<file path="src/dz_pkg.sv">
`default_nettype none

package dz_pkg;

    localparam int unsigned ADDR_W  = 4;
    localparam int unsigned WORD_W  = 32;
    localparam int unsigned DIGIT_W = 4;
    localparam int unsigned STEP_W  = 16;
    localparam int unsigned ROW_W   = 3;

    typedef logic [ADDR_W-1:0]  dz_addr_t;
    typedef logic [WORD_W-1:0]  dz_word_t;
    typedef logic [DIGIT_W-1:0] dz_digit_t;

    localparam dz_addr_t ADDR_CTRL   = 4'h0; // bit0 start, bit1 pause
    localparam dz_addr_t ADDR_LOAD   = 4'h4;
    localparam dz_addr_t ADDR_STEP   = 4'h8;
    localparam dz_addr_t ADDR_STATUS = 4'hC; // read only

    localparam dz_digit_t MAX_DIGIT = 4'd9;

    typedef struct packed {
        logic     psel;
        logic     penable;
        logic     pwrite;
        dz_addr_t paddr;
        dz_word_t pwdata;
    } dz_apb_req_t;

    typedef struct packed {
        dz_word_t prdata;
        logic     pready;
        logic     pslverr;
    } dz_apb_rsp_t;

    typedef struct packed {
        dz_digit_t digit;
        logic      running;
        logic      done;
    } dz_status_t;

    typedef struct packed {
        logic [7:0] red;
        logic [7:0] green;
    } dz_cols_t;

    // one glyph, row 0 first
    typedef logic [0:7][7:0] dz_glyph_t;

    localparam dz_glyph_t [0:9] GLYPH_RED = '{
        '{8'h00, 8'h3C, 8'h24, 8'h24, 8'h24, 8'h24, 8'h3C, 8'h00}, // never lit
        '{8'h00, 8'h3C, 8'h66, 8'h06, 8'h0C, 8'h30, 8'h60, 8'h7E},
        '{8'h00, 8'h00, 8'h3C, 8'h04, 8'h04, 8'h3C, 8'h00, 8'h00},
        '{8'h00, 8'h00, 8'h3C, 8'h24, 8'h24, 8'h24, 8'h00, 8'h00},
        '{8'h00, 8'h00, 8'h24, 8'h24, 8'h24, 8'h3C, 8'h00, 8'h00},
        '{8'h00, 8'h3C, 8'h20, 8'h3C, 8'h04, 8'h04, 8'h3C, 8'h00},
        '{8'h00, 8'h3C, 8'h20, 8'h3C, 8'h24, 8'h24, 8'h3C, 8'h00},
        '{8'h00, 8'h3C, 8'h04, 8'h08, 8'h10, 8'h10, 8'h10, 8'h00},
        '{8'h00, 8'h3C, 8'h24, 8'h3C, 8'h24, 8'h24, 8'h3C, 8'h00},
        '{8'h00, 8'h3C, 8'h24, 8'h3C, 8'h04, 8'h04, 8'h3C, 8'h00}
    };

    // "GO" in two 3-wide letters
    localparam dz_glyph_t GLYPH_GO =
        '{8'h00, 8'h77, 8'h45, 8'h45, 8'h55, 8'h55, 8'h77, 8'h00};

endpackage

`default_nettype wire

</file>
<file path="src/dz_apb_regs.sv">
`timescale 1ns/100ps
`default_nettype none

module dz_apb_regs
    import dz_pkg::*;
#(
    parameter int unsigned STEP_RESET = 1000
)
(
    input  logic              clk,
    input  logic              rst,
    input  dz_apb_req_t       apb_req,
    output dz_apb_rsp_t       apb_rsp,
    output logic              start,
    output logic              pause,
    output dz_digit_t         load_digit,
    output logic [STEP_W-1:0] step_cycles,
    input  dz_status_t        status
);

    logic              access;
    logic              wr_en;
    logic              addr_ok;
    logic              wr_status;
    logic              start_q;
    logic              pause_q;
    dz_digit_t         load_q;
    logic [STEP_W-1:0] step_q;
    dz_word_t          rd_data;

    function automatic dz_digit_t clamp_digit(input dz_word_t value);
        if (value > dz_word_t'(MAX_DIGIT))
            return MAX_DIGIT;
        return dz_digit_t'(value);
    endfunction

    assign access    = apb_req.psel && apb_req.penable;
    assign wr_en     = access && apb_req.pwrite;
    assign wr_status = apb_req.pwrite && (apb_req.paddr == ADDR_STATUS);

    // address decode for read data
    always_comb
    begin
        addr_ok = 1'b1;
        rd_data = '0;
        case (apb_req.paddr)
            ADDR_CTRL:   rd_data = dz_word_t'({pause_q, 1'b0}); // start reads 0
            ADDR_LOAD:   rd_data = dz_word_t'(load_q);
            ADDR_STEP:   rd_data = dz_word_t'(step_q);
            ADDR_STATUS: rd_data = dz_word_t'(status);
            default:     addr_ok = 1'b0;
        endcase
    end

    assign apb_rsp.prdata  = access ? rd_data : '0;
    assign apb_rsp.pready  = 1'b1; // no wait states
    assign apb_rsp.pslverr = access && (!addr_ok || wr_status);

    always_ff @(posedge clk or posedge rst)
    begin
        if (rst)
        begin
            start_q <= 1'b0;
            pause_q <= 1'b0;
            load_q  <= '0;
            step_q  <= STEP_W'(STEP_RESET);
        end
        else
        begin
            start_q <= 1'b0; // one cycle pulse
            if (wr_en)
            begin
                case (apb_req.paddr)
                    ADDR_CTRL:
                    begin
                        start_q <= apb_req.pwdata[0];
                        pause_q <= apb_req.pwdata[1];
                    end
                    ADDR_LOAD:
                        load_q <= clamp_digit(apb_req.pwdata);
                    ADDR_STEP:
                        step_q <= apb_req.pwdata[STEP_W-1:0];
                    default:
                        ;
                endcase
            end
        end
    end

    assign start       = start_q;
    assign pause       = pause_q;
    assign load_digit  = load_q;
    assign step_cycles = step_q;

endmodule

`default_nettype wire

</file>
<file path="src/dz_countdown.sv">
`timescale 1ns/100ps
`default_nettype none

module dz_countdown
    import dz_pkg::*;
(
    input  logic              clk,
    input  logic              rst,
    input  logic              start,
    input  logic              pause,
    input  dz_digit_t         load_digit,
    input  logic [STEP_W-1:0] step_cycles,
    output dz_status_t        status
);

    logic [STEP_W-1:0] period;
    logic [STEP_W-1:0] timer_q;
    logic              step_hit;
    dz_digit_t         digit_q;
    logic              running_q;
    logic              done_q;

    // zero period behaves as one
    assign period = (step_cycles == '0) ? STEP_W'(1) : step_cycles;

    // >= so a shortened period mid-count still fires
    assign step_hit = (timer_q >= period - STEP_W'(1));

    always_ff @(posedge clk or posedge rst)
    begin
        if (rst)
        begin
            timer_q   <= '0;
            digit_q   <= '0;
            running_q <= 1'b0;
            done_q    <= 1'b0;
        end
        else if (start)
        begin
            timer_q <= '0;
            digit_q <= load_digit;
            if (load_digit == '0)
            begin
                running_q <= 1'b0; // nothing to count
                done_q    <= 1'b1;
            end
            else
            begin
                running_q <= 1'b1;
                done_q    <= 1'b0;
            end
        end
        else if (running_q && !pause)
        begin
            if (step_hit)
            begin
                timer_q <= '0;
                digit_q <= digit_q - dz_digit_t'(1);
                if (digit_q == dz_digit_t'(1))
                begin
                    running_q <= 1'b0;
                    done_q    <= 1'b1;
                end
            end
            else
                timer_q <= timer_q + STEP_W'(1);
        end
    end

    assign status.digit   = digit_q;
    assign status.running = running_q;
    assign status.done    = done_q;

endmodule

`default_nettype wire

</file>
<file path="src/dz_glyph_rom.sv">
`timescale 1ns/100ps
`default_nettype none

module dz_glyph_rom
    import dz_pkg::*;
(
    input  logic             clk,
    input  logic             rst,
    input  dz_digit_t        digit,
    input  logic             done,
    input  logic [ROW_W-1:0] row_idx,
    output dz_cols_t         cols
);

    dz_cols_t  next_cols;
    dz_glyph_t red_glyph;
    logic      digit_lit;

    // digit 0 stays dark until the count finishes
    assign digit_lit = (digit != '0) && (digit <= MAX_DIGIT);

    always_comb
    begin
        red_glyph = '0;
        if (digit_lit)
            red_glyph = GLYPH_RED[digit];
    end

    always_comb
    begin
        next_cols = '0;
        if (done)
            next_cols.green = GLYPH_GO[row_idx]; // go sign only
        else
            next_cols.red = red_glyph[row_idx];
    end

    // one cycle from row index to column bytes
    always_ff @(posedge clk or posedge rst)
    begin
        if (rst)
            cols <= '0;
        else
            cols <= next_cols;
    end

endmodule

`default_nettype wire

</file>
<file path="src/dz_show.sv">
`timescale 1ns/100ps
`default_nettype none

module dz_show
    import dz_pkg::*;
#(
    parameter int unsigned SCAN_CYCLES = 4
)
(
    input  logic             clk,
    input  logic             rst,
    input  dz_cols_t         cols_in,
    output logic [ROW_W-1:0] row_idx,
    output logic [7:0]       row,
    output dz_cols_t         cols
);

    localparam int unsigned CNT_W = (SCAN_CYCLES > 1) ? $clog2(SCAN_CYCLES) : 1;

    logic [CNT_W-1:0] scan_cnt;
    logic             scan_tick;
    logic [ROW_W-1:0] idx_q;
    logic [ROW_W-1:0] idx_d; // lags idx_q by the rom latency
    logic [7:0]       row_dec;

    assign scan_tick = (scan_cnt == CNT_W'(SCAN_CYCLES - 1));

    // scan divider and row counter
    always_ff @(posedge clk or posedge rst)
    begin
        if (rst)
        begin
            scan_cnt <= '0;
            idx_q    <= '0;
        end
        else if (scan_tick)
        begin
            scan_cnt <= '0;
            idx_q    <= idx_q + ROW_W'(1); // wraps 7 -> 0
        end
        else
            scan_cnt <= scan_cnt + CNT_W'(1);
    end

    always_ff @(posedge clk or posedge rst)
    begin
        if (rst)
            idx_d <= '0;
        else
            idx_d <= idx_q;
    end

    // one low bit selects the row
    assign row_dec = ~(8'b0000_0001 << idx_d);

    // row and columns switch on the same edge
    always_ff @(posedge clk or posedge rst)
    begin
        if (rst)
        begin
            row  <= 8'hFF;
            cols <= '0;
        end
        else
        begin
            row  <= row_dec;
            cols <= cols_in;
        end
    end

    assign row_idx = idx_q;

endmodule

`default_nettype wire

</file>
<file path="src/dz_top.sv">
`timescale 1ns/100ps
`default_nettype none

module dz_top
    import dz_pkg::*;
#(
    parameter int unsigned SCAN_CYCLES = 4,
    parameter int unsigned STEP_RESET  = 1000
)
(
    input  logic        clk,
    input  logic        rst,
    input  dz_apb_req_t apb_req,
    output dz_apb_rsp_t apb_rsp,
    output logic [7:0]  row,
    output dz_cols_t    cols
);

    logic              start;
    logic              pause;
    dz_digit_t         load_digit;
    logic [STEP_W-1:0] step_cycles;
    dz_status_t        status;
    logic [ROW_W-1:0]  row_idx;
    dz_cols_t          rom_cols;

    dz_apb_regs #(
        .STEP_RESET (STEP_RESET)
    ) i_regs (
        .clk         (clk),
        .rst         (rst),
        .apb_req     (apb_req),
        .apb_rsp     (apb_rsp),
        .start       (start),
        .pause       (pause),
        .load_digit  (load_digit),
        .step_cycles (step_cycles),
        .status      (status)
    );

    dz_countdown i_countdown (
        .clk         (clk),
        .rst         (rst),
        .start       (start),
        .pause       (pause),
        .load_digit  (load_digit),
        .step_cycles (step_cycles),
        .status      (status)
    );

    dz_glyph_rom i_rom (
        .clk     (clk),
        .rst     (rst),
        .digit   (status.digit),
        .done    (status.done),
        .row_idx (row_idx),
        .cols    (rom_cols)
    );

    dz_show #(
        .SCAN_CYCLES (SCAN_CYCLES)
    ) i_show (
        .clk     (clk),
        .rst     (rst),
        .cols_in (rom_cols),
        .row_idx (row_idx),
        .row     (row),
        .cols    (cols)
    );

endmodule

`default_nettype wire

</file>
<file path="config.mk">
export PLATFORM = sky130hd
export DESIGN_NAME = dz_top
export DESIGN_NICKNAME = d
export VERILOG_FILES = /design/src/dz_pkg.sv /design/src/dz_apb_regs.sv /design/src/dz_countdown.sv /design/src/dz_glyph_rom.sv /design/src/dz_show.sv /design/src/dz_top.sv
export SDC_FILE = /design/constraint.sdc
export NUM_CORES = 1
export LEC_CHECK = 0
export BUFFER_PORTS_ARGS = -buffer_cell sky130_fd_sc_hd__buf_4
export CORE_UTILIZATION = 55
export DETAILED_ROUTE_END_ITERATION = 10
export PLACE_DENSITY_LB_ADDON = 0.2
export SLEW_MARGIN = 10
export SYNTH_ARGS = -nofsm -noshare
export SYNTH_HDL_FRONTEND = slang
export SYNTH_SLANG_ARGS = --single-unit
</file>
<file path="constraint.sdc">
create_clock -name clk -period 4.6 [get_ports clk]
set_clock_uncertainty 0.1 [all_clocks]
set_input_delay 0.69 -clock clk [delete_from_list [all_inputs] [get_ports clk]]
set_output_delay 0.69 -clock clk [all_outputs]
set_load 0.05 [all_outputs]
</file>
==> reports/metrics.yaml <==
cells_and_area:
  nets: 613
  area_delta_synth_final_pct: 15.91
  final_cell_area_mm2: 0.005359
  final_util_pct: 65.55
  drive_gt1_share_pct: 26.28
  num_antenna_cells: 0
detailed_routing:
  route.antenna.remaining_nets: 0
  vias_per_cell: 5.508
  drtIter0Drc: 214
  drcViolationCount: 0
  routed_wirelength_um: 9556
  drtPass1Iterations: 5
  vias: 3597
  routedWlPerCell_um: 14.63
logic_synthesis:
  yosysSeqAreaShare_pct: 42.60
  synth_cell_types: 65
  ys.flop_type: "dfrtp_1"
  netlist_instances: 475
  async_reset_ff_share_pct: 100.0
  syn-cell-area_mm2: 0.004623
  synth_edf_count: 0
  synth_top_area_share_pct: 34.64
  yosysMostFrequentCell: "dfrtp_1"
  synth_common_cells: "dfrtp_1 (64), nor2_1 (47), nand2_1 (42)"
  syn_area_per_cell_um2: 9.733
  synth_area_leader_cell: "dfrtp_1"
  ys_seq_elements: 78
  yosys_warnings: 0
  ys_top_cells_by_area: "dfrtp_1 (35%), dfstp_2 (8.0%), ha_1 (7.8%)"
timing:
  setup_tns_ns: 0
  max_freq_mhz: 254.9
  drv_slew: 0
  period_minus_slack_ns: 3.924
  tightest_slew_ns: 0.6750
  rsz0062_at_grt: "no"
  report.final.hold_viol_count: 0
  setup_viol: 0
  finalCritPeriodShare_pct: 85.30
  slew_headroom_pct: 55.00
cts:
  cts_buffer_depth: 2
  h-tree-depth: 3
  cts_resized: 0
  clk_latency_ns: 0.35
  clk_pin_slew_ns: 0.08
  cts_tree: "built"
  cts_root_buffer: "clkbuf_8"
  cts_hold_buf: 0
  cts_buffers: 9
  cts_setup_buffers: 0
  cts.sinks: 78
critical_path:
  required_ns: 4.72
  crit_start: "i_regs.step_cycles[0]"
  r2r.worst_path.cells: 16
  critical_path_class: "flip-flop to flip-flop"
  worst-path-max-fanout: 21
  cp.depth: 16
  crit_path_end: "i_countdown.digit_q[3]"
  r2r-end: "i_countdown.digit_q[3]"
  rrSetupSlack_ns: 0.68
  cpMostUsedCell: "a21oi_1"
  start_kind: "flip-flop"
  slowest_stage: "dfrtp_1"
  cp-end-kind: "flip-flop"
  crit_family: "simple AND/OR/NAND/NOR gates"
  r2r_start: "i_regs.step_cycles[0]"
  crit_buf_inv: 0
  path_cells: "or3_1, or2_1, nor2_2, a21oi_1, ha_1, nand2_1, nor2_1, nand2_1, xor2_1, ha_1, and3_1, a221oi_2, a2bb2oi_1, a21bo_2, a21oi_1, a21oi_1"
  cp_slowest_stage_delay_ns: 0.42
  arrival_ns: 4.04
floorplanning:
  fp.dieArea_mm2: 0.008777
  io_pins: 99
  die_x_um: 93.69
  fp-row-count: 33
  core_area_mm2: 0.008175
  die_h_um: 93.69
  start_util_pct: 56.55
power_and_ir_drop:
  peakVddDrop_mv: 0.1624
  pwr-share-clk_pct: 30.9
  p_sw_share_pct: 32.34
  p_seq_share_pct: 46.3
  p_int_mw: 1.147
  comb_power_share_pct: 22.9
  pwr_density_cell_mw_per_mm2: 316.3
  p_leak_nw: 2.592
  p_sw_mw: 0.5482
global_routing:
  grt_use_met1_pct: 34.42
  grt_pass1_wl_um: 15880
  grt_max_degree: 47
  grt_use_met2_pct: 33.82
  grt-ovfl-total: 0
  gr-usage-met3_pct: 3.803
  antenna_found_initial: 0
  grt.busiest_layer: "met1"
  grt_pass1_vias: 3312
  track_usage_pct: 23.08
job:
  cap_viol_max_count: 0
placement:
  hpwl_um: 7075
  gp_congestion: 0.8697
  io_buffers: 77
  place_area_mm2: 0.005161
hold_path:
  min_path_type: "flip-flop to flip-flop"
run_status:
  status: "complete, no violations"
==> how the worst min path moves through the flow <==
stage                   startpoint              end  slack [ns]  cells after the start
CTS                  i_rom.cols[9]   i_show.cols[9]        0.25                      0
finish               i_rom.cols[9]   i_show.cols[9]        0.25                      0
detailed placement   i_rom.cols[9]   i_show.cols[9]        0.23                      0
global placement     i_rom.cols[2]   i_show.cols[2]        0.23                      0
global route         i_rom.cols[9]   i_show.cols[9]        0.26                      0
floorplan           i_rom.cols[10]  i_show.cols[10]        0.23                      0
==> routing by layer <==
layer	vias to the layer above	wire (µm)
li1	1767	-
met1	1689	4729
met2	133	4188
met3	8	533
met4	0	105
met5	-	0
==> logic make-up (layout without fill, tap and decap cells) <==
logic type	Yosys count	in the layout	share of synthesized area, %
fa+ha+maj	29	29	7.848
mux	26	26	6.387
other cells	2	21	0.1624
buf+inv	54	108	6.549
simple gates	181	181	20.05
compound gates	83	83	12.23
xor+xnor	22	22	4.168
flops	78	78	42.60
==> cell type report <==
type	instances	area, µm²
fillers	664	2816
multi-input cells	362	2422
flip-flops and latches	78	1969
repair buffers	78	585.6
well taps	105	131.4
clock buffers	10	127.6
clock inverters	6	70.07
inverters	14	52.55
==> flip-flops by register name, indices dropped and copies added (netlist names) <==
signal	cells
i_countdown.running_q	1
i_regs.step_cycles	16
i_countdown.digit_q	4
i_show.cols	9
i_countdown.timer_q	16
i_show.scan_cnt	2
i_show.row_idx	3
i_regs.pause	1
i_show.idx_d	3
i_countdown.done_q	1
i_rom.cols	9
i_show.row	8
i_regs.start	1
i_regs.load_digit	4
==> cells in the final DEF, fill, tap and decap left out, types with 11 or more instances in the layout <==
cell type / n
a21oi_1: 20
and2_1: 14
buf_4: 78
conb_1: 21
dfrtp_1: 64
dfstp_2: 14
ha_1: 29
inv_1: 13
mux2_2: 18
nand2_1: 42
nand3_1: 12
nor2_1: 47
nor3_1: 11
o21ai_0: 14
xor2_1: 14
==> metrics by stage <==
step	hold slack [ns]	power [mW]	cells	setup WS, ns
after floorplan	0.2312	1.090	494	1.047
after global placement	0.2322	1.168	637	0.8714
after detailed placement	0.2347	1.182	637	0.7182
after CTS	0.2544	1.704	653	0.7056
after global routing	0.2606	1.785	653	0.4388
final	0.2535	1.695	653	0.6762
==> power groups by stage <==
stage	sequential, mW	combinational, mW	clock [mW]
after global routing	0.791	0.434	0.561
after global placement	0.792	0.376	0
after floorplan	0.781	0.309	0
after CTS	0.782	0.388	0.534
after detailed placement	0.795	0.387	0
final	0.784	0.388	0.523
Note: power is estimated with default switching activity, not from simulation.
